$ cat src/rtl/exPkg.sv
package exPkg;

	parameter int dataWidthDefault = 32;	// Core data word
	parameter int addrWidth = 10;			// Word address, not byte
	parameter int regIdWidth = 4;			// Destination register id

	// Command sits in the top nibble of both forms
	typedef enum logic [3:0] {
		cmdNop = 4'd0,
		cmdAlu = 4'd1,
		cmdLoad = 4'd2,
		cmdStore = 4'd3
	} opCmd;

	typedef enum logic [2:0] {
		fnAdd = 3'd0,
		fnSub = 3'd1,
		fnAnd = 3'd2,
		fnOr = 3'd3,
		fnXor = 3'd4,
		fnShl = 3'd5			// Shift by low 5 bits of operand B
	} aluFn;

	typedef struct packed {
		opCmd cmd;
		logic [regIdWidth-1:0] rd;
		aluFn fn;
		logic useImm;				// Operand B from imm, not Rt
		logic [3:0] imm;			// Zero-extended
	} aluForm;

	typedef struct packed {
		opCmd cmd;
		logic [regIdWidth-1:0] rd;
		logic [7:0] offset;			// Word offset, zero-extended
	} memForm;

	// One 16-bit micro-op word, read as either form
	typedef union packed {
		aluForm alu;
		memForm mem;
	} uopWord;

	typedef enum logic {
		srcCore = 1'b0,
		srcHost = 1'b1
	} reqSrc;

endpackage

$ cat src/rtl/exCompleteStage.sv
module exCompleteStage import exPkg::*; #(
	parameter int dataWidth = dataWidthDefault
) (
	input logic clock,
	input logic rstN,
	input logic issValid,
	input logic issIsLoad,
	input logic [regIdWidth-1:0] issRd,
	input logic [dataWidth-1:0] issValue,
	input logic rspValid,
	input logic [dataWidth-1:0] rspData,
	input logic rspFault,
	output logic stall,
	output logic wbValid,
	output logic [regIdWidth-1:0] wbRegId,
	output logic [dataWidth-1:0] wbValue,
	output logic wbFault
);

	logic pendLoadQ;
	logic [regIdWidth-1:0] pendRdQ;
	logic loadDone;
	logic aluIn;

	// Responses with no load pending belong to stores and are dropped
	assign loadDone = pendLoadQ && rspValid;
	assign aluIn = issValid && !issIsLoad;

	assign stall = pendLoadQ;			// Hold issue while load is out

	always_ff @(posedge clock) begin
		if (!rstN) begin
			pendLoadQ <= 1'b0;
			wbValid <= 1'b0;
		end else begin
			pendLoadQ <= (issValid && issIsLoad) || (pendLoadQ && !rspValid);
			wbValid <= loadDone || aluIn;
		end
	end

	always_ff @(posedge clock) begin
		if (issValid && issIsLoad)
			pendRdQ <= issRd;
		if (loadDone) begin
			wbRegId <= pendRdQ;
			wbValue <= rspFault ? '0 : rspData;	// Faulted load gives zero
			wbFault <= rspFault;
		end else if (aluIn) begin
			wbRegId <= issRd;				// ALU result forwarded as is
			wbValue <= issValue;
			wbFault <= 1'b0;
		end
	end

	// Grant and handoff share an edge, the RAM answers one cycle later
	loadAnswered: assert property (@(posedge clock) disable iff (!rstN)
		issValid && issIsLoad |=> rspValid)
		else $error("Load handed over without a response on the next cycle");

endmodule

$ cat config.mk
export PLATFORM = sky130hd
export DESIGN_NAME = exCompleteStage
export DESIGN_NICKNAME = d
export VERILOG_FILES = /design/src/rtl/exPkg.sv /design/src/rtl/exCompleteStage.sv
export SDC_FILE = /design/constraint.sdc
export NUM_CORES = 1
export LEC_CHECK = 0
export ABC_AREA = 1
export BUFFER_PORTS_ARGS = -buffer_cell sky130_fd_sc_hd__buf_2
export CAP_MARGIN = 20
export CORE_UTILIZATION = 49
export CTS_BUF_LIST = sky130_fd_sc_hd__clkbuf_8
export CTS_CLUSTER_SIZE = 40
export DETAILED_ROUTE_END_ITERATION = 8
export GPL_TIMING_DRIVEN = 0
export PLACE_DENSITY = 0.88
export SETUP_SLACK_MARGIN = 0.05
export SLEW_MARGIN = 10
export SYNTH_ARGS = -nofsm -noshare
export SYNTH_HDL_FRONTEND = slang
export SYNTH_SLANG_ARGS = --single-unit
$ cat constraint.sdc
create_clock -name clock -period 5.46 [get_ports clock]
set_input_delay 0.546 -clock clock [delete_from_list [all_inputs] [get_ports clock]]
set_output_delay 0.546 -clock clock [all_outputs]
set_load 0.005 [all_outputs]
==> metrics.txt, run 1 <==
pin count of the biggest net entering global routing 38; vias in the first global route 1607; Clock power frac 0.363; Worst-path clk slew 0.08 ns; max frequency between 0.5 and 0.6 GHz; number of remaining DRC errors 0; critical path class reg -> reg; Yosys top cell by area edfxtp_1; Reg area between 0.001 and 0.0015 sq mm; clk root buf clkbuf_8; Yosys cell types 13; critical path startpoint category flop; Hold Crit Class in -> reg; met2 Use GR 0.388; PortBufs 112; Skew-Pair Late Insertion Delay ~0.28 ns; outcome completed; I/O pins approximately 110; Sw Ratio 0.207; core area 0.00377 sq mm; RSZ-0062 raised after global routing false; Yosys reg bits 43; layout cells sized above 1 0.554; post-CTS setup buffers 0; P_sw 0.000161 W; internal power roughly 0.00062 W; Area Overhead vs Synth 37.9%; FF-to-FF End wbValue[6]; CTS tree done; FF-to-FF setup slack 3.64 ns; Place WS 3.41 ns; Worst Path Required approximately 5.4 ns; met3 usage 0.0517; Mapped Area 0.00199 sq mm; initial antenna violation count 0; Slew headroom 0.442; Post-Synthesis Cells 174; Area contributors post-synth edfxtp_1 62%, nand2_1 14%, o21ai_2 14%, buf_6 4.0%, dfxtp_1 2.0%; slew of the pin with the lowest slew margin 0.835 ns; Routed WL per cell roughly 13 um; fin worst setup slack 3.64 ns; HP Start issRd[3]; drt first pass iters 4; Placer Congestion around 0.75; Logic pwr share 0.132; first-pass GRT wire length between 6000 and 7000 um; Setup crit end kind flop; Pleak approximately 1.3 nW; DP HPWL between 3000 and 4000 um; die area approximately 0.0043 sq mm; Total Nets Final between 300 and 400; Worst Skew approximately 0.0022 ns; Die Height between 60 and 70 um; 1st-iter DRT viols ~150; grt ovf 0; H-tree levels 2; gr busiest metal met2; GRT Total Usage 0.216; fin crit share 0.333; row cnt 22; CTS buffer count 5; Multi-input gate area a little over 600 sq um; Initial Utilization 0.529; YS warnings 0; Worst R2R Path Depth 3; Post-CTS Resized 0; max_cap viols 0; Hold Path Depth 1; Hold Path End pendRdQ[3]; Max Slew Vio Count 0; post-synthesis net count 248; CTS Sinks 43; GR Util met1 0.239; Seq/Total Area, Yosys 0.637; Syn Area/Cell 11.5 sq um; final setup TNS 0 ns; Peak supply drop about 0.31 mV; final WL between 4000 and 5000 um; post-synth top area share 0.617; routed vias/inst slightly below 5; ant diodes 0; die width between 60 and 70 um; via count of the routed design 1657; critical path arrival between 1.5 and 2 ns; fillers roughly 280; Setup-failing EPs final 0; fin crit period 1.82 ns; sequential share of power 0.505; power density over the cells between 200 and 300 mW/mm^2; CP max FO 37; CTS Buffer Depth 2; hold-fix buffer count after cts 0; reg2reg start stall; antenna-violating nets left 0; Final Hold Vio Count 0
## worst max-delay path, cell delays in order (launching register included)
cell and delay, ns:
dfxtp_1 0.48, nand2_4 0.16, buf_6 0.18, nand2_2 0.61
## routing by layer
layer	part of all wire	vias to the layer above
met1	0.38	737
met2	0.53	76
met5	0	-
met3	0.075	8
met4	0.017	0
li1	-	836
## area by class of cell
type | instances | area share
Inverter | 5 | 0.00682
Multi-Input combinational cell | 116 | 0.223
Clock buffer | 5 | 0.0250
Clock inverter | 3 | 0.0232
Sequential cell | 43 | 0.462
Tap cell | 48 | 0.0218
Buffer | 10 | 0.0341
Timing Repair Buffer | 112 | 0.204
## power groups by stage
stage	Combinational, W	Clock (W)	Sequential, W
after floorplan	0.0000473	0	0.000402
after global placement	0.000100	0	0.000399
after detailed placement	0.000104	0	0.000400
after CTS	0.000104	0.000287	0.000392
after global routing	0.000115	0.000302	0.000394
final	0.000103	0.000282	0.000392
## worst max path at each step
| stage | startpoint | endpoint | slack [ns] |
|---|---|---|---|
| after floorplan | rspValid | wbFault | 3.48 |
| after global placement | rspValid | wbValue[16] | 2.94 |
| after detailed placement | rspValid | wbValue[13] | 3.41 |
| after CTS | stall | wbValue[13] | 3.62 |
| after global routing | stall | wbValue[18] | 3.51 |
| final | stall | wbValue[6] | 3.64 |
## synthesized netlist by cell type
master and count:
dfxtp_1 2, nor2_1 1, nand2_1 76, a21oi_2 1
inv_1 5, buf_2 3, buf_6 7, o21ai_2 31
nand2_4 1, edfxtp_1 41, a21oi_1 1, o21ai_1 1
nand3_1 4
## state kept, by name, summed over array words and instances, names as in the netlist
register and flops:
pendRdQ 4, stall 1, wbFault 1, wbRegId 4, wbValid 1, wbValue 32
## metrics by stage
| step | hold slack (ns) | cell area [sq um] | total power [W] | instances | utilization |
|---|---|---|---|---|---|
| 3_5_place_dp | 0.522 | 2620 | 0.000503 | 334 | 0.694 |
| 4_1_cts | 0.444 | 2750 | 0.000783 | 342 | 0.729 |
| 3_3_place_gp | 0.515 | 2620 | 0.000499 | 334 | 0.693 |
| 5_1_grt | 0.436 | 2750 | 0.000811 | 342 | 0.729 |
| 6_report | 0.453 | 2750 | 0.000776 | 342 | 0.729 |
| 2_1_floorplan | 0.511 | 1990 | 0.000450 | 174 | - |
## cell usage in the layout, fill, tap and decap left out
cell type and count:
a21oi_1 1, a21oi_2 1, buf_2 115, buf_6 7, bufinv_16 2, clkbuf_8 5, dfxtp_1 2, edfxtp_1 41
inv_1 6, nand2_1 75, nand2_2 1, nand2_4 1, nand3_1 4, nor2_1 1, o21ai_1 1, o21ai_2 31
## logic make-up (layout without fill, tap and decap cells)
logic type | count (synthesis) | count (layout) | share of synthesized area
flops | 43 | 43 | 0.637
compound gates | 34 | 34 | 0.146
buf+inv | 15 | 135 | 0.0565
simple gates | 82 | 82 | 0.161
No activity file was read; power rests on OpenSTA's default activity.
==> inputs of run 2 (changes only) <==
--- a/config.mk
+++ b/config.mk
@@ -8,12 +8,12 @@
 export ABC_AREA = 1
 export BUFFER_PORTS_ARGS = -buffer_cell sky130_fd_sc_hd__buf_2
 export CAP_MARGIN = 20
-export CORE_UTILIZATION = 49
+export CORE_UTILIZATION = 41
 export CTS_BUF_LIST = sky130_fd_sc_hd__clkbuf_8
 export CTS_CLUSTER_SIZE = 40
 export DETAILED_ROUTE_END_ITERATION = 8
 export GPL_TIMING_DRIVEN = 0
-export PLACE_DENSITY = 0.88
+export PLACE_DENSITY = 0.78
 export SETUP_SLACK_MARGIN = 0.05
 export SLEW_MARGIN = 10
 export SYNTH_ARGS = -nofsm -noshare
==> constraint.sdc (replaced) <==
create_clock -name clock -period 1.6 [get_ports clock]
set_input_delay 0.16 -clock clock [delete_from_list [all_inputs] [get_ports clock]]
set_output_delay 0.16 -clock clock [all_outputs]
set_load 0.005 [all_outputs]
==> run 2 against run 1 <==
Hold slack worse by 0.39 ns. Register-to-register slack worse by 3.5 ns. Sequential cell count is the same. Critical path type unchanged. Critical endpoint is now wbRegId[0]. Largest cell class unchanged.
==> metrics.txt, run 2 (synthesized netlist as in run 1, its figures left out) <==
outcome completed; Routed WL per cell around 12 um; max frequency roughly 0.70 GHz; Max Slew Vio Count 0; most common cell after layout, fill and taps aside buf_2; critical path arrival 1.39 ns; number of remaining DRC errors 0; clk root buf clkbuf_8; final WL 4260 um; fin crit share 0.891; hold-fix buffer count after cts 0; Die Height 71.7 um; fin worst setup slack between 0.15 and 0.2 ns; max_cap viols 0; Worst Path Required 1.56 ns; Biggest register wbValue; Placer Congestion ~0.74; initial antenna violation count 0; most frequent cells in the layout 115 x buf_2, 75 x nand2_1, 41 x edfxtp_1; slew of the pin with the lowest slew margin about 0.29 ns; Worst-path clk slew roughly 0.070 ns; post-CTS setup buffers 0; CTS buffer count 5; placed cells 340; via count of the routed design roughly 1600; Regs by FF count wbValue: 32 flops, pendRdQ: 4 flops, wbRegId: 4 flops; PortBufs 112; Pleak 1.31 nW; Setup crit end kind flop; row cnt 25; CP max FO 37; vias in the first global route between 1000 and 1500; critical path class reg -> reg; grt ovf 0; Total Nets Final about 370; Worst Skew roughly 0.007 ns; layout cells sized above 1 0.548; power density over the cells 855 mW/mm^2; ant diodes 0; final setup TNS 0 ns; H-tree levels 2; Area Overhead vs Synth 36.3%; max FFs per register 32; Peak supply drop 0.443 mV; critical path startpoint category flop; RSZ-0062 raised after global routing false; Setup-failing EPs final 0; 1st-iter DRT viols 81; Skew-Pair Late Insertion Delay around 0.29 ns; CTS tree done; fin crit period roughly 1.4 ns; Place WS just under 0.003 ns; Final Hold Vio Count 0; Slew headroom 0.804; core area about 0.0047 sq mm; Initial Utilization 0.425; I/O pins 113; antenna-violating nets left 0; first-pass GRT wire length around 6700 um; routed vias/inst about 4.7; final non-filler cell total 348; pin count of the biggest net entering global routing 38; die area about 0.0051 sq mm; GRT Total Usage 0.168; CTS Buffer Depth 2; die width roughly 72 um; DP HPWL slightly above 3000 um; fillers approximately 410; drt first pass iters 4; Hold Crit Class in -> reg; CTS Sinks 43
-- run 2: layout make-up --
type,instances,area (sq um),share of cell area
buffer,10,93.8,0.0345
clock buffer,5,68.8,0.0253
clock inverter,3,11.3,0.00414
inverter,5,18.8,0.00690
multi-input combinational,116,627,0.231
sequential,43,1270,0.468
tap,54,67.6,0.0249
timing repair buffer,112,561,0.206
-- run 2: routing by layer --
metal / share of wire / GRT usage / up-vias / routed length, um
li1: - / - / 828 / -
met2: 0.51 / 0.288 / 70 / 2160
met4: 0.013 / 0.0566 / 0 / 55
met5: 0 / 0 / - / 0
met3: 0.062 / 0.0450 / 6 / 263
met1: 0.42 / 0.205 / 725 / 1790
-- run 2: critical path, cell delays in order, from the launching register on --
cell	delay (ns)
dfxtp_1	0.49
nand2_4	0.16
buf_6	0.19
nand2_8	0.24
-- run 2: metrics by stage --
| stage | hold slack [ns] | utilization | total power, W | instance area, sq um |
|---|---|---|---|---|
| after floorplan | 0.259 | - | 0.00153 | 2000 |
| after global placement | 0.353 | 0.561 | 0.00170 | 2630 |
| after detailed placement | 0.353 | 0.561 | 0.00171 | 2630 |
| after CTS | 0.0561 | 0.579 | 0.00234 | 2720 |
| after global routing | 0.0502 | 0.579 | 0.00244 | 2720 |
| final | 0.0632 | 0.579 | 0.00233 | 2720 |
-- run 2: final timing paths --
| check | startpoint | endpoint | slack, ns | depth (start not counted) |
|---|---|---|---|---|
| min | issRd[3] | pendRdQ[3] | 0.06 | 1 |
| max reg2reg | stall | wbRegId[0] | 0.17 | 3 |
| max | stall | wbRegId[0] | 0.17 | 3 |
| min reg2reg | pendRdQ[0] | wbRegId[0] | 0.55 | 2 |
-- run 2: power by group --
group | internal, W | switching (W)
clock network | 0.000291 | 0.000348
registers | 0.00132 | 0.0000169
logic | 0.000166 | 0.000185
total | 0.00178 | 0.000550
-- run 2: what timing repair did --
item | 4_1_cts | 5_1_grt
endpoints found under the setup margin | 37 | 0
gates resized for setup | 1 | 0
endpoints found under the hold margin | 0 | 0
