**src/rtl/exPkg.sv**
```systemverilog
package exPkg;

	parameter int dataWidthDefault = 32;	// Core data word
	parameter int addrWidth = 10;			// Word address, not byte
	parameter int regIdWidth = 4;			// Destination register id

	// Command sits in the top nibble of both forms
	typedef enum logic [3:0] {
		cmdNop = 4'd0,
		cmdAlu = 4'd1,
		cmdLoad = 4'd2,
		cmdStore = 4'd3
	} opCmd;

	typedef enum logic [2:0] {
		fnAdd = 3'd0,
		fnSub = 3'd1,
		fnAnd = 3'd2,
		fnOr = 3'd3,
		fnXor = 3'd4,
		fnShl = 3'd5			// Shift by low 5 bits of operand B
	} aluFn;

	typedef struct packed {
		opCmd cmd;
		logic [regIdWidth-1:0] rd;
		aluFn fn;
		logic useImm;				// Operand B from imm, not Rt
		logic [3:0] imm;			// Zero-extended
	} aluForm;

	typedef struct packed {
		opCmd cmd;
		logic [regIdWidth-1:0] rd;
		logic [7:0] offset;			// Word offset, zero-extended
	} memForm;

	// One 16-bit micro-op word, read as either form
	typedef union packed {
		aluForm alu;
		memForm mem;
	} uopWord;

	typedef enum logic {
		srcCore = 1'b0,
		srcHost = 1'b1
	} reqSrc;

endpackage

```
**src/rtl/memBus.sv**
```systemverilog
interface memBus import exPkg::*; #(
	parameter int dataWidth = dataWidthDefault
) ();

	logic reqValid;
	logic reqWrite;							// High for store
	logic [addrWidth-1:0] reqAddr;
	logic [dataWidth-1:0] reqData;			// Store data only
	logic reqReady;
	logic rspValid;							// One pulse per accepted request
	logic [dataWidth-1:0] rspData;
	logic rspFault;							// Address out of range

	modport requester (
		output reqValid, reqWrite, reqAddr, reqData,
		input reqReady, rspValid, rspData, rspFault
	);

	modport responder (
		input reqValid, reqWrite, reqAddr, reqData,
		output reqReady, rspValid, rspData, rspFault
	);

endinterface

```
**src/rtl/exIssueStage.sv**
```systemverilog
module exIssueStage import exPkg::*; #(
	parameter int dataWidth = dataWidthDefault
) (
	input logic clock,
	input logic rstN,
	input logic opValid,
	input uopWord opWord,
	input logic [dataWidth-1:0] regValRs,
	input logic [dataWidth-1:0] regValRt,
	input logic flush,
	input logic stall,
	output logic opReady,
	output logic issValid,
	output logic issIsLoad,
	output logic [regIdWidth-1:0] issRd,
	output logic [dataWidth-1:0] issValue,
	memBus.requester mem
);

	uopWord opQ;
	logic fullQ;
	logic readyQ;						// Opens the input once reset is done
	logic [dataWidth-1:0] rsQ;
	logic [dataWidth-1:0] rtQ;
	logic [dataWidth-1:0] operandB;
	logic [dataWidth-1:0] aluResult;
	logic [dataWidth-1:0] addrSum;
	logic isAlu;
	logic isLoad;
	logic isMem;
	logic live;
	logic advance;

	assign isAlu = opQ.alu.cmd == cmdAlu;
	assign isLoad = opQ.mem.cmd == cmdLoad;
	assign isMem = isLoad || opQ.mem.cmd == cmdStore;
	assign live = fullQ && !flush;		// Flushed op drops out here

	always_comb begin
		operandB = opQ.alu.useImm ? dataWidth'(opQ.alu.imm) : rtQ;
		case (opQ.alu.fn)
			fnAdd: aluResult = rsQ + operandB;
			fnSub: aluResult = rsQ - operandB;
			fnAnd: aluResult = rsQ & operandB;
			fnOr: aluResult = rsQ | operandB;
			fnXor: aluResult = rsQ ^ operandB;
			fnShl: aluResult = rsQ << operandB[4:0];
			default: aluResult = '0;
		endcase
	end

	assign addrSum = rsQ + dataWidth'(opQ.mem.offset);

	// Request is held from registered op until granted
	assign mem.reqValid = live && isMem && !stall;
	assign mem.reqWrite = !isLoad;
	assign mem.reqAddr = addrSum[addrWidth-1:0];
	assign mem.reqData = rtQ;

	// Empty, flushed, or op leaves this edge
	assign advance = !fullQ || flush || (!stall && (!isMem || mem.reqReady));
	assign opReady = readyQ && advance;

	// Stores retire here, only ALU ops and loads go on
	assign issValid = live && !stall && (isAlu || (isLoad && mem.reqReady));
	assign issIsLoad = isLoad;
	assign issRd = opQ.alu.rd;
	assign issValue = aluResult;

	always_ff @(posedge clock) begin
		if (!rstN) begin
			fullQ <= 1'b0;
			readyQ <= 1'b0;
		end else begin
			readyQ <= 1'b1;
			if (advance)
				fullQ <= opValid && opReady;
		end
	end

	always_ff @(posedge clock) begin
		if (opValid && opReady) begin
			opQ <= opWord;
			rsQ <= regValRs;
			rtQ <= regValRt;
		end
	end

	reqStable: assert property (@(posedge clock) disable iff (!rstN)
		mem.reqValid && !mem.reqReady |=>
			$stable(mem.reqWrite) && $stable(mem.reqAddr) && $stable(mem.reqData))
		else $error("Memory request changed while waiting for grant");

endmodule

```
**src/flat_wrapper.sv**
```systemverilog
// flat-port wrapper written by rule: the top's interface ports become plain ports
module exIssueStage_flat import exPkg::*;
#(
	parameter int dataWidth = dataWidthDefault
)
  (clock, rstN, opValid, opWord, regValRs, regValRt, flush, stall, opReady, issValid, issIsLoad, issRd, issValue, mem_reqValid, mem_reqWrite, mem_reqAddr, mem_reqData, mem_reqReady, mem_rspValid, mem_rspData, mem_rspFault);
  memBus #(.dataWidth(dataWidth)) mem_i ();
  input logic clock;
  input logic rstN;
  input logic opValid;
  input uopWord opWord;
  input logic [dataWidth-1:0] regValRs;
  input logic [dataWidth-1:0] regValRt;
  input logic flush;
  input logic stall;
  output logic opReady;
  output logic issValid;
  output logic issIsLoad;
  output logic [regIdWidth-1:0] issRd;
  output logic [dataWidth-1:0] issValue;
  output wire logic [$bits(mem_i.reqValid)-1:0] mem_reqValid;
  output wire logic [$bits(mem_i.reqWrite)-1:0] mem_reqWrite;
  output wire logic [$bits(mem_i.reqAddr)-1:0] mem_reqAddr;
  output wire logic [$bits(mem_i.reqData)-1:0] mem_reqData;
  input wire logic [$bits(mem_i.reqReady)-1:0] mem_reqReady;
  input wire logic [$bits(mem_i.rspValid)-1:0] mem_rspValid;
  input wire logic [$bits(mem_i.rspData)-1:0] mem_rspData;
  input wire logic [$bits(mem_i.rspFault)-1:0] mem_rspFault;
  assign mem_reqValid = mem_i.reqValid;
  assign mem_reqWrite = mem_i.reqWrite;
  assign mem_reqAddr = mem_i.reqAddr;
  assign mem_reqData = mem_i.reqData;
  assign mem_i.reqReady = mem_reqReady;
  assign mem_i.rspValid = mem_rspValid;
  assign mem_i.rspData = mem_rspData;
  assign mem_i.rspFault = mem_rspFault;
  exIssueStage #(.dataWidth(dataWidth)) u_core (.clock(clock), .rstN(rstN), .opValid(opValid), .opWord(opWord), .regValRs(regValRs), .regValRt(regValRt), .flush(flush), .stall(stall), .opReady(opReady), .issValid(issValid), .issIsLoad(issIsLoad), .issRd(issRd), .issValue(issValue), .mem(mem_i));
endmodule
```
**config.mk**
```make
export PLATFORM = sky130hd
export DESIGN_NAME = exIssueStage_flat
export DESIGN_NICKNAME = d
export VERILOG_FILES = /design/src/rtl/exPkg.sv /design/src/rtl/memBus.sv /design/src/rtl/exIssueStage.sv /design/src/flat_wrapper.sv
export SDC_FILE = /design/constraint.sdc
export NUM_CORES = 1
export LEC_CHECK = 0
export ABC_AREA = 1
export BUFFER_PORTS_ARGS = -buffer_cell sky130_fd_sc_hd__buf_4
export CORE_UTILIZATION = 35
export DETAILED_ROUTE_END_ITERATION = 10
export HOLD_SLACK_MARGIN = 0.02
export PLACE_DENSITY = 0.66
export SYNTH_ARGS = -nofsm -noshare
export SYNTH_HDL_FRONTEND = slang
export SYNTH_SLANG_ARGS = --single-unit
```
**constraint.sdc**
```tcl
create_clock -name clock -period 4.5 [get_ports clock]
set_input_delay 0.225 -clock clock [delete_from_list [all_inputs] [get_ports clock]]
set_output_delay 0.225 -clock clock [all_outputs]
set_load 0.02 [all_outputs]
```
==> metrics.csv, run 1 <==
metric,value,unit
status,completed,
most frequent CP cell,nand2_1,
Setup-failing EPs final,0,
input/output buffers,168,
layout cell share with drive strength beyond 1,18.3,%
maximum vdd drop,180,µV
Final Max Tran Viols,0,
Routed WL,35300,µm
placed insts,1927,
Longest Clk Path Bufs,2,
root buf cell,clkbuf_16,
max_cap viols,0,
post-synthesis cell type with the largest combined area,edfxtp_1,
Setup CP Type,register to primary output,
Final Cell Area,11800,µm²
vias per cell,5.33,
Synth cell types,40,
Initial Util,35.8,%
Initial DRC Count,960,
CP Data Required Time,4.28,ns
hold depth,1,
register area share after synthesis,25.3,%
Die Ht,168,µm
CTS tree,done,
Clock Sinks,82,
FILL cells,2812,
Clock Latency Late Sink,0.35,ns
"commonest non-fill, non-tap cells in the layout","389 x nand2_1, 213 x nand3_1, 193 x buf_4, 172 x inv_1, 118 x nor2_1",
Non-Filler Instances,1947,
storage element area,2440,µm²
Post-synth top flop,edfxtp_1,
Fin. Hold Viols,0,
CP Max Fanout,16,
Cells after Synth,1439,
initial antenna violation count,0,
H-Tree Depth,3,
Pleak,6.05,nW
total power draw,2.80,mW
Post-Syn Area,9640,µm²
Tmin final,4.26,ns
compound-cell area share of the yosys netlist,10.6,%
DRC,0,
crit-path max cell delay,0.43,ns
# rows,60,
die width,168,µm
syn avg cell area,6.70,µm²
simple-gate share of the synthesized area,36.5,%
IO Count,203,
Syn Nets,1667,
fin nets,1829,
f_max,235,MHz
PwrDens,238,nW/µm²
Setup Skew,0.00588,ns
vias in the first global route,9836,
async set-reset flop share out of synthesis,0,%
Synth area leaders,"edfxtp_1 25%, nand2_1 15%, ha_1 14%",
Worst-Margin Slew,1.07,ns
Core ar.,27000,µm²
Synth Area in Adders,14.2,%
via count,10373,
Crit. End Element,primary output,
fin crit share,94.7,%
Detail Route Antenna Nets,0,
WP data arrival,4.04,ns
share of the synthesized area in the top cell type,24.9,%
routed len/inst,18.1,µm
first-pass iteration count of the detailed router,8,
GR Overflow Total,0,
diode count,0,
Hold WC Path Type,primary input to register,
RD Place Congestion,0.981,
CP cell instances,inv_4 -> buf_8 -> nand2_1 -> nand2_1 -> nor2_2 -> nand2_2 -> nor3_2 -> or2_2 -> nand2_1 -> xor2_1 -> ha_1 -> nand2_1 -> inv_1 -> nand2_1 -> nand2_1 -> a21oi_1 -> nand2_1 -> or2_2 -> nand3_1 -> nand3_1 -> buf_4,
slowest CP cell,edfxtp_1,
P&R area growth vs syn,22.2,%
pin count of the biggest net entering global routing,82,
"most common cell after layout, fill and taps aside",nand2_1,
final setup TNS,0,ns
post-synthesis mux area share,0,%
register bit total from synthesis,82,
GRT Resource Usage Total,25.1,%
main combinational cell family by area after synthesis,simple AND/OR/NAND/NOR gates,
Max-slew headroom,29.0,%
multi-input gate area in the final layout,6370,µm²
Post-synth EDFFs,80,
CP startpoint kind,register,
"Clk pin slew, worst setup/hold paths",0.07,ns
cell count of the worst reg-to-reg path,4,
post-synthesis xor/xnor area fraction,3.54,%
die area,28200,µm²
TritonCTS Buffers,9,
Ys Warns,0,
dpl cell area,11300,µm²
global-route wire length before repair,54200,µm
Detail Placement HPWL,28500,µm
worst max-delay path, delay by kind of cell, from the launching register on:
kind	cells	cell delay (ns)
flops	1	0.43
simple gates	14	1.87
xor+xnor	1	0.31
compound gates	1	0.13
fa+ha+maj	1	0.35
buf+inv	4	0.58
registers in the layout, summed over array words and instances, names as in the netlist:
signal	count
u_core.mem.reqData	32
u_core.rsQ	32
u_core.opQ	16
u_core.fullQ	1
u_core.readyQ	1
stage by stage:
step,hold slack [ns],utilization [%],worst slack [ns]
final,0.0433,43.7,0.238
after global routing,0.0305,43.7,-0.00124
after global placement,0.338,41.9,0.236
after floorplan,0.253,-,0.975
after detailed placement,0.341,41.9,0.221
after CTS,0.0320,43.2,0.0610
path summary, 6_finish.rpt:
| check | to | slack (ns) | from |
|---|---|---|---|
| max | issValue[15] | 0.24 | u_core.opQ[4]$_DFFE_PP_ |
| min | u_core.rsQ[25]$_DFFE_PP_ | 0.04 | regValRs[25] |
| max reg2reg | u_core.rsQ[27]$_DFFE_PP_ | 2.46 | u_core.opQ[13]$_DFFE_PP_ |
| min reg2reg | u_core.fullQ$_SDFFE_PN0N_ | 0.69 | u_core.fullQ$_SDFFE_PN0N_ |
cell families after synthesis:
group                      Yosys count
adders and majority gates          108
AOI/OAI and AO/OA                  167
xor gates and xnor gates            39
buffers and inverters              236
and+or+nand+nor                    807
DFF                                 82
where the power goes:
group          total, mW  internal, mW  switching (mW)
Combinational       1.04         0.373           0.666
Clock              0.843         0.498           0.346
Sequential         0.919         0.879          0.0399
Total               2.80          1.75            1.05
Yosys cell counts (all sizes together), types with 9 or more instances:
library cell	n
inv	187
nand4	17
nand2	414
a21oi	51
clkbuf	18
edfxtp	80
buf	28
ha	106
nor2	130
xor2	36
nand3	217
o21ai	57
a221oi	31
o211ai	18
nor3	13
or2	9
layer usage:
metal,part of all wire [%],global-route usage [%]
met5,0,0
met4,2.2,7.22
met3,8.3,4.09
met2,44,39.5
met1,45,35.1
repair_timing:
action                                  CTS  global route
setup buffers                             1             2
resized for setup                         1            32
hold buffers                              1             0
endpoints found under the setup margin   10            18
pin swaps                                 0             2
hold endpoints to repair                  1             0
layout make-up:
type | count | area share [%]
Multi-Input combinational cell | 1121 | 54.1
Sequential cell | 82 | 20.7
Timing Repair Buffer | 197 | 12.7
Inverter | 190 | 6.07
Tap cell | 341 | 3.62
Clock buffer | 9 | 1.91
Clock inverter | 7 | 0.903
No activity file was read; power rests on OpenSTA's default activity.
==> run 2, diff against run 1 <==
--- a/config.mk
+++ b/config.mk
@@ -7,6 +7,7 @@
 export LEC_CHECK = 0
 export ABC_AREA = 1
 export BUFFER_PORTS_ARGS = -buffer_cell sky130_fd_sc_hd__buf_4
+export CORE_MARGIN = 1.5
 export CORE_UTILIZATION = 35
 export DETAILED_ROUTE_END_ITERATION = 10
 export HOLD_SLACK_MARGIN = 0.02
==> run 2 against run 1 <==
Net effect: wire length down 2.8%; non-clock buffer count down 8; die area rose by 1.2%; maximum frequency shrank 0.79%; via count is 0.57% higher; count of clock-buffer cells in the layout unchanged; total power decreased by 0.98%; final cell count shrank 0.41%; hold slack worse by 0.0013 ns; global-route usage down 1.1 points; flip-flop and latch count stayed put.
==> metrics.csv, run 2 (synthesis gave the netlist of run 1 again) <==
metric,value,unit,change
status,completed,,
input/output buffers,168,,unchanged
Detail Placement HPWL,27600,µm,-3.3%
initial antenna violation count,0,,unchanged
Setup WS pre-CTS,0.398,ns,+0.177 ns
Reg2Reg Setup Slack,2.48,ns,+0.02 ns
root buf cell,clkbuf_16,,
via count,10432,,+0.57%
IO Count,203,,unchanged
PwrDens,237,nW/µm²,-0.24%
Max-slew headroom,28.6,%,-0.32 points
CP Max Fanout,5,,-11
CP Buf/Inv Count,5,,+1
Setup CP Type,register to primary output,,
Setup-failing EPs final,0,,unchanged
TritonCTS Buffers,9,,unchanged
H-Tree Depth,3,,unchanged
RSZ-0062 raised after global routing,yes,,
"Clk pin slew, worst setup/hold paths",0.07,ns,about the same
pin count of the biggest net entering global routing,82,,unchanged
Routed WL,34400,µm,-2.8%
RD Place Congestion,0.977,,-0.38%
"most common cell after layout, fill and taps aside",nand2_1,,
die width,169,µm,+0.60%
CP Data Required Time,4.28,ns,about the same
Worst R2R Start,u_core.opQ[13]$_DFFE_PP_,,
Final Cell Area,11700,µm²,-0.74%
diode count,0,,unchanged
Initial DRC Count,1084,,+13%
vias per cell,5.38,,+0.98%
fin nets,1821,,-0.44%
Hold WC Path Type,primary input to register,,
f_max,233,MHz,-0.79%
hold path startpoint,opWord[14],,
Die Ht,169,µm,+0.60%
# rows,60,,unchanged
Setup Skew,0.00992,ns,+0.00404 ns
"commonest non-fill, non-tap cells in the layout","390 x nand2_1, 214 x nand3_1, 187 x buf_4, 172 x inv_1, 117 x nor2_1",,
post-layout util,43.3,%,-0.45 points
Core ar.,27000,µm²,+0.28%
WP data arrival,4.07,ns,+0.03 ns
crit-path max cell delay,0.44,ns,about the same
vias in the first global route,9601,,-2.4%
Pleak,6.00,nW,-0.72%
DRC,0,,unchanged
Setup WS post-layout,0.203,ns,-0.0342 ns
CP cell instances,buf_4 -> nand2_1 -> nand2_1 -> ha_1 -> nand3_2 -> nor2_4 -> buf_4 -> nor2_1 -> xor2_1 -> inv_1 -> ha_1 -> nand2_1 -> inv_1 -> a21oi_1 -> nand2_1 -> nand2_1 -> nand2_1 -> o21ai_0 -> o211ai_1 -> buf_4,,
global-route wire length before repair,52500,µm,-3.3%
Initial Util,35.7,%,-0.099 points
Tmin final,4.30,ns,+0.0342 ns
Crit. Startpoint,u_core.opQ[4]$_DFFE_PP_,,
slowest CP cell,edfxtp_1,,
max_cap viols,0,,unchanged
dpl cell area,11200,µm²,-0.46%
Final Max Tran Viols,0,,unchanged
maximum vdd drop,156,µV,-14%
Clock Latency Late Sink,0.35,ns,about the same
CP startpoint kind,register,,
Worst-Margin Slew,1.07,ns,+0.00475 ns
Fin. Hold Viols,0,,unchanged
die area,28500,µm²,+1.2%
Longest Clk Path Bufs,2,,unchanged
routed len/inst,17.7,µm,-2.4%
P&R area growth vs syn,21.3,%,
layout cell share with drive strength beyond 1,17.6,%,-0.66 points
Crit. End Element,primary output,,
Clock Sinks,82,,unchanged
CTS tree,done,,
"delay-heaviest family, CP",simple AND/OR/NAND/NOR gates,,
Detail Route Antenna Nets,0,,unchanged
GRT Resource Usage Total,23.9,%,-1.1 points
first-pass iteration count of the detailed router,5,,-3
FILL cells,2824,,+0.43%
most frequent CP cell,nand2_1,,
fin crit share,95.5,%,+0.76 points
GR Overflow Total,0,,unchanged
-- run 2: changes by cell type in the layout (fill, tap and decap cells not counted), sizes merged --
cell	change
buf	-8
-- run 2: worst register-to-register path: stages, from the launching register on --
cell and delay [ns]:
edfxtp_1 0.41, nand2_1 0.11, o21ai_0 0.07, nand3_1 0.08, and3_4 0.91
-- run 2: worst paths after layout --
kind                                                          to  cells after the start
worst max-delay path                                issValue[11]                     20
worst min-delay path                    u_core.opQ[14]$_DFFE_PP_                      1
worst max register to register  u_core.mem.reqData[31]$_DFFE_PP_                      4
worst min register to register         u_core.fullQ$_SDFFE_PN0N_                      4
-- run 2: area by class of cell --
| type | instances | area [µm²] | share of cell area, % |
|---|---|---|---|
| Clock inverter | 7 | 106 | 0.909 |
| Inverter | 190 | 716 | 6.12 |
| Sequential cell | 82 | 2440 | 20.9 |
| Multi-Input combinational cell | 1121 | 6350 | 54.3 |
| Clock buffer | 9 | 225 | 1.93 |
| Tap cell | 341 | 427 | 3.65 |
| Timing Repair Buffer | 189 | 1430 | 12.2 |
-- run 2: per-stage QoR --
step / instances / total power [mW] / setup TNS [ns] / hold slack (ns)
finish: 1939 / 2.77 / 0 / 0.0421
global placement: 1920 / 1.92 / 0 / 0.337
floorplan: 1439 / 1.57 / 0 / 0.253
detailed placement: 1920 / 1.93 / 0 / 0.338
CTS: 1937 / 2.77 / 0 / 0.0332
global route: 1939 / 2.92 / -0.00440 / 0.0296
-- run 2: timing repair --
item | CTS | global route
hold buffers | 1 | 0
setup buffers | 0 | 2
endpoints found under the hold margin | 1 | 0
endpoints found under the setup margin | 0 | 21
gates resized for setup | 0 | 26
-- run 2: power breakdown --
group          switching (mW)  internal (mW)  total, mW  leakage [nW]
Clock                   0.335          0.497      0.833         0.163
Sequential             0.0405          0.880      0.920         0.766
Combinational           0.655          0.367       1.02          5.07
Total                    1.03           1.74       2.77          6.00
-- run 2: per-layer routing --
metal	GRT usage [%]	up-vias	wire, µm
met4	7.30	0	908
met2	37.8	462	15200
li1	-	5103	-
met3	2.48	50	2810
met5	0	-	0
met1	34.3	4817	15500
