$ cat src/rtl/exPkg.sv
package exPkg;

	parameter int dataWidthDefault = 32;	// Core data word
	parameter int addrWidth = 10;			// Word address, not byte
	parameter int regIdWidth = 4;			// Destination register id

	// Command sits in the top nibble of both forms
	typedef enum logic [3:0] {
		cmdNop = 4'd0,
		cmdAlu = 4'd1,
		cmdLoad = 4'd2,
		cmdStore = 4'd3
	} opCmd;

	typedef enum logic [2:0] {
		fnAdd = 3'd0,
		fnSub = 3'd1,
		fnAnd = 3'd2,
		fnOr = 3'd3,
		fnXor = 3'd4,
		fnShl = 3'd5			// Shift by low 5 bits of operand B
	} aluFn;

	typedef struct packed {
		opCmd cmd;
		logic [regIdWidth-1:0] rd;
		aluFn fn;
		logic useImm;				// Operand B from imm, not Rt
		logic [3:0] imm;			// Zero-extended
	} aluForm;

	typedef struct packed {
		opCmd cmd;
		logic [regIdWidth-1:0] rd;
		logic [7:0] offset;			// Word offset, zero-extended
	} memForm;

	// One 16-bit micro-op word, read as either form
	typedef union packed {
		aluForm alu;
		memForm mem;
	} uopWord;

	typedef enum logic {
		srcCore = 1'b0,
		srcHost = 1'b1
	} reqSrc;

endpackage

$ cat src/rtl/memBus.sv
interface memBus import exPkg::*; #(
	parameter int dataWidth = dataWidthDefault
) ();

	logic reqValid;
	logic reqWrite;							// High for store
	logic [addrWidth-1:0] reqAddr;
	logic [dataWidth-1:0] reqData;			// Store data only
	logic reqReady;
	logic rspValid;							// One pulse per accepted request
	logic [dataWidth-1:0] rspData;
	logic rspFault;							// Address out of range

	modport requester (
		output reqValid, reqWrite, reqAddr, reqData,
		input reqReady, rspValid, rspData, rspFault
	);

	modport responder (
		input reqValid, reqWrite, reqAddr, reqData,
		output reqReady, rspValid, rspData, rspFault
	);

endinterface

$ cat src/rtl/hostPort.sv
module hostPort import exPkg::*; #(
	parameter int dataWidth = dataWidthDefault
) (
	input logic clock,
	input logic rstN,
	input logic hostValid,
	input logic hostWrite,
	input logic [addrWidth-1:0] hostAddr,
	input logic [dataWidth-1:0] hostWData,
	output logic hostReady,
	output logic hostRspValid,
	output logic [dataWidth-1:0] hostRData,
	output logic hostFault,
	memBus.requester mem
);

	logic readyQ;
	logic pendQ;						// Request held, waiting for grant
	logic waitQ;						// Granted, waiting for response
	logic writeQ;
	logic [addrWidth-1:0] addrQ;
	logic [dataWidth-1:0] dataQ;

	assign hostReady = readyQ && !pendQ && !waitQ;

	assign mem.reqValid = pendQ;
	assign mem.reqWrite = writeQ;
	assign mem.reqAddr = addrQ;
	assign mem.reqData = dataQ;

	assign hostRspValid = waitQ && mem.rspValid;
	assign hostRData = mem.rspData;
	assign hostFault = mem.rspFault;

	always_ff @(posedge clock) begin
		if (!rstN) begin
			readyQ <= 1'b0;
			pendQ <= 1'b0;
			waitQ <= 1'b0;
		end else begin
			readyQ <= 1'b1;
			if (hostValid && hostReady)
				pendQ <= 1'b1;
			else if (mem.reqReady)
				pendQ <= 1'b0;
			if (pendQ && mem.reqReady)
				waitQ <= 1'b1;
			else if (mem.rspValid)
				waitQ <= 1'b0;
		end
	end

	always_ff @(posedge clock) begin
		if (hostValid && hostReady) begin
			writeQ <= hostWrite;
			addrQ <= hostAddr;
			dataQ <= hostWData;
		end
	end

endmodule

$ cat src/flat_wrapper.sv
// flat-port wrapper written by rule: the top's interface ports become plain ports
module hostPort_flat import exPkg::*;
#(
	parameter int dataWidth = dataWidthDefault
)
  (clock, rstN, hostValid, hostWrite, hostAddr, hostWData, hostReady, hostRspValid, hostRData, hostFault, mem_reqValid, mem_reqWrite, mem_reqAddr, mem_reqData, mem_reqReady, mem_rspValid, mem_rspData, mem_rspFault);
  memBus #(.dataWidth(dataWidth)) mem_i ();
  input logic clock;
  input logic rstN;
  input logic hostValid;
  input logic hostWrite;
  input logic [addrWidth-1:0] hostAddr;
  input logic [dataWidth-1:0] hostWData;
  output logic hostReady;
  output logic hostRspValid;
  output logic [dataWidth-1:0] hostRData;
  output logic hostFault;
  output wire logic [$bits(mem_i.reqValid)-1:0] mem_reqValid;
  output wire logic [$bits(mem_i.reqWrite)-1:0] mem_reqWrite;
  output wire logic [$bits(mem_i.reqAddr)-1:0] mem_reqAddr;
  output wire logic [$bits(mem_i.reqData)-1:0] mem_reqData;
  input wire logic [$bits(mem_i.reqReady)-1:0] mem_reqReady;
  input wire logic [$bits(mem_i.rspValid)-1:0] mem_rspValid;
  input wire logic [$bits(mem_i.rspData)-1:0] mem_rspData;
  input wire logic [$bits(mem_i.rspFault)-1:0] mem_rspFault;
  assign mem_reqValid = mem_i.reqValid;
  assign mem_reqWrite = mem_i.reqWrite;
  assign mem_reqAddr = mem_i.reqAddr;
  assign mem_reqData = mem_i.reqData;
  assign mem_i.reqReady = mem_reqReady;
  assign mem_i.rspValid = mem_rspValid;
  assign mem_i.rspData = mem_rspData;
  assign mem_i.rspFault = mem_rspFault;
  hostPort #(.dataWidth(dataWidth)) u_core (.clock(clock), .rstN(rstN), .hostValid(hostValid), .hostWrite(hostWrite), .hostAddr(hostAddr), .hostWData(hostWData), .hostReady(hostReady), .hostRspValid(hostRspValid), .hostRData(hostRData), .hostFault(hostFault), .mem(mem_i));
endmodule
$ cat config.mk
export PLATFORM = sky130hd
export DESIGN_NAME = hostPort_flat
export DESIGN_NICKNAME = d
export VERILOG_FILES = /design/src/rtl/exPkg.sv /design/src/rtl/memBus.sv /design/src/rtl/hostPort.sv /design/src/flat_wrapper.sv
export SDC_FILE = /design/constraint.sdc
export NUM_CORES = 1
export LEC_CHECK = 0
export BUFFER_PORTS_ARGS = -buffer_cell sky130_fd_sc_hd__buf_2
export CAP_MARGIN = 20
export CORE_MARGIN = 4
export CORE_UTILIZATION = 36
export DETAILED_ROUTE_END_ITERATION = 12
export PLACE_DENSITY = 0.8
export SETUP_SLACK_MARGIN = 0.3
export SLEW_MARGIN = 0
export SYNTH_ARGS = -nofsm -noshare
export SYNTH_HDL_FRONTEND = slang
export SYNTH_SLANG_ARGS = --single-unit
$ cat constraint.sdc
create_clock -name clock -period 2.79 [get_ports clock]
set_clock_uncertainty 0.2 [all_clocks]
set_input_delay 0.279 -clock clock [delete_from_list [all_inputs] [get_ports clock]]
set_output_delay 0.279 -clock clock [all_outputs]
set_load 0.01 [all_outputs]
==> results of run 1 <==
-- through the flow --
step / area, um^2 / hold slack [ns]
global placement: 1950 / 0.211
detailed placement: 1950 / 0.213
finish: 2500 / 0.0668
floorplan: 1660 / 0.107
CTS: 2500 / 0.0606
global route: 2500 / 0.0779
-- worst max-delay path: stages, from the launching register on --
cell,delay [ns]
dfxtp_1,0.34
and4bb_2,0.69
buf_4,0.41
-- per-layer routing --
layer / vias to the layer above / track usage [%] / wire length, um
met5: - / 0 / 0
met4: 0 / 9.90 / 213
met3: 34 / 6.60 / 805
met2: 93 / 28.0 / 2370
met1: 508 / 12.4 / 1270
li1: 499 / - / -
-- synth_stat cells (all sizes together) --
master	count
nor2b	1
a21boi	1
buf	33
dfxtp	3
o21a	1
edfxtp	43
and4bb	1
nand2b	1
nor3b	1
nand2	1
and2	1
-- state kept, by name, summed over array words and instances, names as in the netlist --
| name | cells |
|---|---|
| u_core.mem.reqAddr | 10 |
| u_core.mem.reqData | 32 |
| u_core.mem.reqValid | 1 |
| u_core.mem.reqWrite | 1 |
| u_core.readyQ | 1 |
| u_core.waitQ | 1 |
-- worst max path at each step --
stage	from	end	slack (ns)	cells after the start
after floorplan	u_core.mem.reqValid$_SDFFE_PN0P_	u_core.mem.reqAddr[0]$_DFFE_PP_	0.60	1
after global placement	u_core.mem.reqValid$_SDFFE_PN0P_	u_core.mem.reqData[31]$_DFFE_PP_	0.88	2
after detailed placement	u_core.mem.reqValid$_SDFFE_PN0P_	u_core.mem.reqData[22]$_DFFE_PP_	0.84	2
after CTS	u_core.mem.reqValid$_SDFFE_PN0P_	u_core.mem.reqAddr[7]$_DFFE_PP_	0.83	2
after global routing	u_core.mem.reqValid$_SDFFE_PN0P_	u_core.mem.reqWrite$_DFFE_PP_	0.72	2
final	u_core.mem.reqValid$_SDFFE_PN0P_	u_core.mem.reqAddr[7]$_DFFE_PP_	0.84	2
-- timing repair --
item / 4_1_cts / 5_1_grt
buffers inserted: 0 / 0
hold buffers: 44 / 0
endpoints found under the hold margin: 44 / 0
-- final cells by class --
class,count,area [um^2],area share [%]
Clock inverter,2,37.5,1.50
Multi-Input combinational cell,8,60.1,2.40
Clock buffer,6,72.6,2.90
Sequential cell,46,1350,54.1
Tap cell,52,65.1,2.60
Timing Repair Buffer,138,913,36.5
-- power by group --
group          switching [W]  total, W  internal (W)
Clock               0.000211  0.000478      0.000267
Combinational      0.0000635  0.000149     0.0000860
Sequential        0.00000848  0.000799      0.000791
-- layout by cell type (no fill, tap or decap), drive strengths merged --
cell / Yosys / final
a21boi: 1 / 1
and2: 1 / 1
and4bb: 1 / 1
buf: 33 / 94
bufinv: 0 / 1
clkbuf: 0 / 6
clkinvlp: 0 / 1
dfxtp: 3 / 3
dlygate4sd3: 0 / 44
edfxtp: 43 / 43
nand2: 1 / 1
nand2b: 1 / 1
nor2b: 1 / 1
nor3b: 1 / 1
o21a: 1 / 1
-- cells by family (layout without fill, tap and decap cells) --
family                 Yosys count  after routing
buffers and inverters           33            146
AO/OA/AOI/OAI                    2              2
AND/OR/NAND/NOR                  6              6
flip-flops                      46             46
==> reports/metrics.cfg, run 1 <==
[outcome]
status = finished clean

[drt]
antenna_left = 0
routedWlPerCell_um = 18.5
first_pass_iters = 4
drc = 0
drt-total-wl_mm = 4.66
vias = 1134
drtIter0Drc = 66
vias_per_cell = 4.50

[logic_synthesis]
synth.avg_cell_area_um2 = 19.1
synth_area_leader_cell = edfxtp_1
synthTopCellsByArea = edfxtp_1, buf_4, dfxtp_1
synth_fp_nets = 168
synth_top_family_by_area = buffers and inverters
synthMuxAreaShare_pct = 0
synthXorXnorAreaFrac_pct = 0
yosys_warnings = 0
synth_top_area_share_pct = 77.8
synth_fa_ha_area_share_pct = 0
seq_area_frac_synth_pct = 81.4
ys_types = 11
synth_simple_gate_area_share_pct = 2.71
ys_ff_latch = 46
synth_compound_area_share_pct = 0.905
syn_area_um2 = 1660
synth_cells = 87

[final_layout]
fillers = 327
synthToLayoutAreaGrowth_pct = 50.7
fin_util_pct = 56.6
fin_cells = 252
antenna_cells = 0
nNetsFinal = 280
drive_gt1_share_pct = 51.5

[power]
powerDensity_nw_per_um2 = 571
power.total_w = 0.00143
irDropWorstVdd_uv = 238
p_leak_nw = 1.05

[clock_tree]
clk_latency_ns = 0.28
clk_pin_slew_ns = 0.07
cts-buffers-inserted = 5
ctsResizeCount = 0
cts_root_buffer = clkbuf_8
htree_levels = 2
clock-sinks = 46
clk_path_buf_depth = 2
tritoncts = yes

[grt]
overflow = 0
grt_pass1_vias = 1188
grt_start_max_net_pins = 24
grt_pass1_wl_mm = 6.04
track_usage_pct = 15.0
antenna_found_initial = 0

[worst_setup_path]
r2r-start = u_core.mem.reqValid$_SDFFE_PN0P_
worst-r2r-setup-slack_ns = 0.84
setup.worst_path.class = register to register
start_kind = register
r2r-end = u_core.mem.reqAddr[7]$_DFFE_PP_
r2r.worst_path.cells = 2
critPathMaxFanout = 23
critPathArrivalTime_ns = 1.72
critPathCaptureType = register
cp.required_ns = 2.56

[die]
num_rows = 24
dieArea_um2 = 5760
core_region_area_um2 = 4410
io_pins = 160
start_util_pct = 37.6
die_x_um = 75.9
die_h_um = 75.9

[placement]
dp_hpwl_mm = 3.10
placed_cells = 200
post-place-ws_ns = 0.837
io_buffer_count = 93
gp_congestion = 0.745

[timing]
rsz0062_at_grt = no
setup-tns-final_ns = 0
tightest_slew_ns = 0.568
slew_headroom_pct = 62.1
hold_viol = 0
setup_slack_ns = 0.837
maxSlewViolCount = 0
min_period_ns = 1.95
min_period_over_period_pct = 70.0
finalSetupViolCount = 0
fmax_ghz = 0.512

[hold_path]
worstHoldEndpoint = u_core.waitQ$_SDFFE_PN0P_
min_path_type = input port to register
min-delay-start = mem_reqReady
whs_path_depth = 3

[run]
drv_cap = 0

Note: power is estimated with default switching activity, not from simulation.
==> inputs of run 2 (changes only) <==
==> constraint.sdc (replaced) <==
create_clock -name clock -period 1.9 [get_ports clock]
set_clock_uncertainty 0.2 [all_clocks]
set_input_delay 0.19 -clock clock [delete_from_list [all_inputs] [get_ports clock]]
set_output_delay 0.19 -clock clock [all_outputs]
set_load 0.01 [all_outputs]
==> run 2 against run 1 <==
Sequential share of layout area fell by 0.32 points. Highest routed layer unchanged. First-iteration DRC count rose by 33%. Global-route usage fell by 1.3 points. Count of clock-buffer cells in the layout fell by 1. Wire length fell by 11%. Clock power rose by 20%. Worst hold slack improved by 0.11 ns. Combinational power rose by 50%. Total power rose by 38%. Cell area rose by 0.60%. Sequential cell count did not move.
==> reports/metrics.cfg, run 2 (synthesis results as in run 1) <==
[outcome]
status = finished clean

[worst_setup_path]
path_cells = dlygate4sd3_1 -> buf_2 -> and2_1 -> buf_2
path_buf_inv = 3
critPathArrivalTime_ns = 1.11
critPathMaxFanout = 2
cpMostUsedCell = buf_2
critical_path.top_delay_family = buffers and inverters
setup.worst_path.class = input port to primary output
slowest_stage = dlygate4sd3_1
worst-r2r-setup-slack_ns = 0.45
cpPeakStageDelay_ns = 0.53
critPathCaptureType = primary output
start_kind = input port
cp.required_ns = 1.51

[power]
powerDensity_nw_per_um2 = 784
irDropWorstVdd_uv = 273
p_leak_nw = 1.06

[grt]
use_met1_pct = 12.9
busiest_layer = met2
met2_usage_pct = 23.5
grt_pass1_wl_mm = 5.60
grt_start_max_net_pins = 29
antenna_found_initial = 0
grtUsageMet3_pct = 7.12
overflow = 0
track_usage_pct = 13.7
grt_pass1_vias = 1160

[clock_tree]
clk_latency_ns = 0.28
clock-sinks = 46
post_cts_buffers = 0
cts_root_buffer = clkbuf_8
tritoncts = yes
clk_path_buf_depth = 2
cts-buffers-inserted = 5
htree_levels = 2

[timing]
finalSetupViolCount = 0
tightest_slew_ns = 0.250
min_period_ns = 1.50
hold_viol = 0
setup-tns-final_ns = 0
maxSlewViolCount = 0
min_period_over_period_pct = 78.9
slew_headroom_pct = 83.3
fmax_ghz = 0.667
rsz0062_at_grt = no

[die]
die_h_um = 75.9
dieArea_um2 = 5760
die_x_um = 75.9
num_rows = 24
start_util_pct = 37.6
io_pins = 160
core_region_area_um2 = 4410

[placement]
place_area_um2 = 1960
gp_congestion = 0.698
placed_cells = 201
io_buffer_count = 93

[drt]
drc = 0
routedWlPerCell_um = 16.3
antenna_left = 0
first_pass_iters = 4
drtIter0Drc = 88
drt-total-wl_mm = 4.16
vias = 1119
vias_per_cell = 4.39

[final_layout]
antenna_cells = 0
fin_util_pct = 57.0
largest_register_ffs = 32
synthToLayoutAreaGrowth_pct = 51.6
final_cell_mix = buf_2, dlygate4sd3_1, edfxtp_1, clkbuf_8, dfxtp_1
fin_area_um2 = 2510
fin_cells = 255
fillers = 341
nNetsFinal = 283
drive_gt1_share_pct = 51.7
layout_commonest_cell = buf_2

[hold_path]
min_path_type = input port to primary output

[run]
drv_cap = 0

## run 2: changes by cell type in the layout (fill, tap and decap cells not counted)
cell,before,now
and4bb_2,1,0
clkinv_2,0,1
and4bb_4,0,1
bufinv_16,1,0
dlygate4sd3_1,44,46
clkinv_4,0,1
buf_6,0,1
clkbuf_1,1,0
## run 2: path summary, 6_finish.rpt
check / cells past startpoint / from / endpoint
worst max-delay path: 4 / mem_rspValid / hostRspValid
worst min-delay path: 0 / mem_rspData[11] / hostRData[11]
worst max register to register: 2 / u_core.mem.reqValid$_SDFFE_PN0P_ / u_core.mem.reqAddr[8]$_DFFE_PP_
worst min register to register: 2 / u_core.mem.reqValid$_SDFFE_PN0P_ / u_core.waitQ$_SDFFE_PN0P_
## run 2: per-layer routing
layer / up-vias / wire [um]
met2: 88 / 2010
met3: 20 / 742
met4: 0 / 126
li1: 506 / -
met5: - / 0
met1: 505 / 1280
## run 2: cell type report
cell class	instances	area [um^2]	area share [%]
multi-input cells	8	63.8	2.54
well taps	52	65.1	2.59
clock inverters	3	21.3	0.846
clock buffers	5	68.8	2.74
repair buffers	141	945	37.6
flip-flops and latches	46	1350	53.7
## run 2: what timing repair did
| action | 4_1_cts | 5_1_grt |
|---|---|---|
| gates resized for setup | 0 | 1 |
| hold buffers | 46 | 0 |
| endpoints found under the hold margin | 46 | 0 |
| endpoints found under the setup margin | 0 | 17 |
## run 2: report_power, final
group | internal, W | switching (W) | total, W
Combinational | 0.000132 | 0.0000911 | 0.000223
Sequential | 0.00116 | 0.0000126 | 0.00117
Clock | 0.000258 | 0.000316 | 0.000574
Total | 0.00155 | 0.000419 | 0.00197
## run 2: stage by stage
| step | hold slack, ns | total power (W) | worst slack [ns] |
|---|---|---|---|
| floorplan | 0.0177 | 0.00132 | 0.306 |
| global placement | 0.125 | 0.00134 | 0.400 |
| detailed placement | 0.127 | 0.00134 | 0.368 |
| CTS | 0.180 | 0.00199 | 0.357 |
| global route | 0.180 | 0.00206 | 0.387 |
| finish | 0.180 | 0.00197 | 0.401 |
==> inputs of run 3 (changes only) <==
--- a/config.mk
+++ b/config.mk
@@ -5,6 +5,7 @@
 export SDC_FILE = /design/constraint.sdc
 export NUM_CORES = 1
 export LEC_CHECK = 0
+export ABC_AREA = 1
 export BUFFER_PORTS_ARGS = -buffer_cell sky130_fd_sc_hd__buf_2
 export CAP_MARGIN = 20
 export CORE_MARGIN = 4
==> constraint.sdc (replaced) <==
create_clock -name clock -period 1.4 [get_ports clock]
set_clock_uncertainty 0.2 [all_clocks]
set_input_delay 0.14 -clock clock [delete_from_list [all_inputs] [get_ports clock]]
set_output_delay 0.14 -clock clock [all_outputs]
set_load 0.01 [all_outputs]
==> run 3 against run 2 <==
The run now ends with negative hold slack left. Via count is essentially flat. Sequential share of layout area shrank 1.8 points. Synthesized cell count grew 8.0%. Sequential cell count is the same. Worst hold slack lost 0.25 ns. Synthesized area grew 0.68%. Largest cell class unchanged.
==> reports/metrics.cfg, run 3 <==
[outcome]
status = finished, violations left
violations = negative hold slack

[clock_tree]
clk_latency_ns = 0.29
tritoncts = yes
cts_root_buffer = clkbuf_8
htree_levels = 2
cts_hold_buffers = 46
clk_path_buf_depth = 2
cts-buffers-inserted = 5
clk_pin_slew_ns = 0.08
clock-sinks = 46

[logic_synthesis]
synth.avg_cell_area_um2 = 17.8
synth_area_leader_cell = edfxtp_1
ys_ff_latch = 46
ys_types = 9
yosys_warnings = 0
yosysMostFrequentCell = edfxtp_1
synth_edf_count = 43
syn_area_um2 = 1670
synth-main-ff-cell = edfxtp_1
seq_area_frac_synth_pct = 80.9
synth_common_cells = edfxtp_1, buf_4, inv_1
synth_fp_nets = 175
synth_top_area_share_pct = 77.3
synth_cells = 94
synth-async-reset-ratio_pct = 0
synthTopCellsByArea = edfxtp_1, buf_4, dfxtp_1

[power]
powerDensity_nw_per_um2 = 1020
p_leak_nw = 1.12
irDropWorstVdd_uv = 632
power.total_w = 0.00266

[final_layout]
synthToLayoutAreaGrowth_pct = 56.3
antenna_cells = 0
final_cell_mix = buf_2, dlygate4sd3_1, edfxtp_1, buf_6
nNetsFinal = 292
layout_commonest_cell = buf_2
largest_register_ffs = 32
drive_gt1_share_pct = 51.4

[grt]
grt_pass1_vias = 1257
antenna_found_initial = 0
overflow = 0
track_usage_pct = 16.4
grt_pass1_wl_mm = 7.29
grt_start_max_net_pins = 24

[run]
drv_cap = 0

[worst_setup_path]
cp.required_ns = 1.20
cpPeakStageDelay_ns = 0.36
path_cells = nor2_4 -> nand3_4 -> clkinvlp_4 -> buf_12
critPathMaxFanout = 23
start_kind = register
slowest_stage = dfxtp_4
critPathCaptureType = register
critPathArrivalTime_ns = 1.15
setup.worst_path.class = register to register

[timing]
hold_viol = 1
hold_slack_ns = -0.0657
rsz0062_at_grt = yes
min_period_ns = 1.35
setup-tns-final_ns = 0
tightest_slew_ns = 0.137
fmax_ghz = 0.740
setup_slack_ns = 0.0494
min_period_over_period_pct = 96.5
maxSlewViolCount = 0
slew_headroom_pct = 90.9
finalSetupViolCount = 0

[placement]
dp_hpwl_mm = 3.45
gp_congestion = 0.711
post-place-ws_ns = 0.0450
io_buffer_count = 93

[drt]
drtIter0Drc = 52
first_pass_iters = 7
drc = 0
drt-total-wl_mm = 4.68
routedWlPerCell_um = 17.7
vias_per_cell = 4.24
vias = 1120
antenna_left = 0

[die]
io_pins = 160
core_region_area_um2 = 4410
num_rows = 24
die_x_um = 76.1
start_util_pct = 37.8
die_h_um = 76.1
dieArea_um2 = 5790

[hold_path]
min_path_type = input port to register

==> run 3: cells by family (layout without fill, tap and decap cells) <==
logic type | count (synthesis) | count (layout) | share of synthesized area [%]
flip-flops | 46 | 46 | 80.9
AO/OA/AOI/OAI | 2 | 2 | 0.824
AND/OR/NAND/NOR | 7 | 7 | 2.10
buffers and inverters | 39 | 157 | 16.2
==> run 3: where the power goes <==
part	leakage, nW	total (W)	switching, W	internal (W)
logic	0.650	0.000331	0.000132	0.000199
clock network	0.0407	0.000735	0.000402	0.000333
registers	0.427	0.00159	0.0000194	0.00158
==> run 3: through the flow <==
step / util (%) / hold WS, ns / instance area (um^2) / std cells
final: 59.1 / -0.0657 / 2610 / 264
after global routing: 59.1 / -0.0750 / 2610 / 264
after CTS: 57.9 / -0.0660 / 2560 / 263
after detailed placement: 45.5 / 0.0700 / 2010 / 208
after global placement: 45.5 / 0.0700 / 2010 / 208
after floorplan: - / -0.0323 / 1680 / 94
==> run 3: final cells by class <==
type | count | area (um^2)
fill | 344 | 1800
tap | 52 | 65.1
sequential | 46 | 1360
clock inverter | 3 | 11.3
multi-input combinational | 9 | 63.8
inverter | 6 | 26.3
timing repair buffer | 143 | 1020
clock buffer | 5 | 68.8
==> run 3: path summary, 6_finish.rpt <==
kind | startpoint | end | slack [ns] | cells after the start
setup / recovery | u_core.mem.reqValid$_SDFFE_PN0P_ | u_core.mem.reqData[24]$_DFFE_PP_ | 0.05 | 4
hold / removal | hostValid | u_core.mem.reqValid$_SDFFE_PN0P_ | -0.07 | 3
setup reg to reg | u_core.mem.reqValid$_SDFFE_PN0P_ | u_core.mem.reqData[24]$_DFFE_PP_ | 0.05 | 4
hold reg to reg | u_core.mem.reqValid$_SDFFE_PN0P_ | u_core.waitQ$_SDFFE_PN0P_ | 0.31 | 2
==> run 3: what timing repair did <==
action | CTS | global route
resized for setup | 1 | 7
setup buffers | 1 | 1
hold endpoints to repair | 46 | 1
setup endpoints to repair | 89 | 89
==> run 3: metal layers <==
metal / global-route usage [%] / routed length, um / share of wire [%]
met2: 32.4 / 2800 / 60
met1: 13.1 / 1240 / 26
met3: 9.93 / 626 / 13
met5: 0 / 0 / 0
met4: 4.20 / 13 / 0.28
==> run 3: worst max-delay path: cells and delay by family, from the launching register on <==
family	cells	cell delay [ns]
AND/OR/NAND/NOR	2	0.20
flip-flops	1	0.36
buffers and inverters	2	0.30
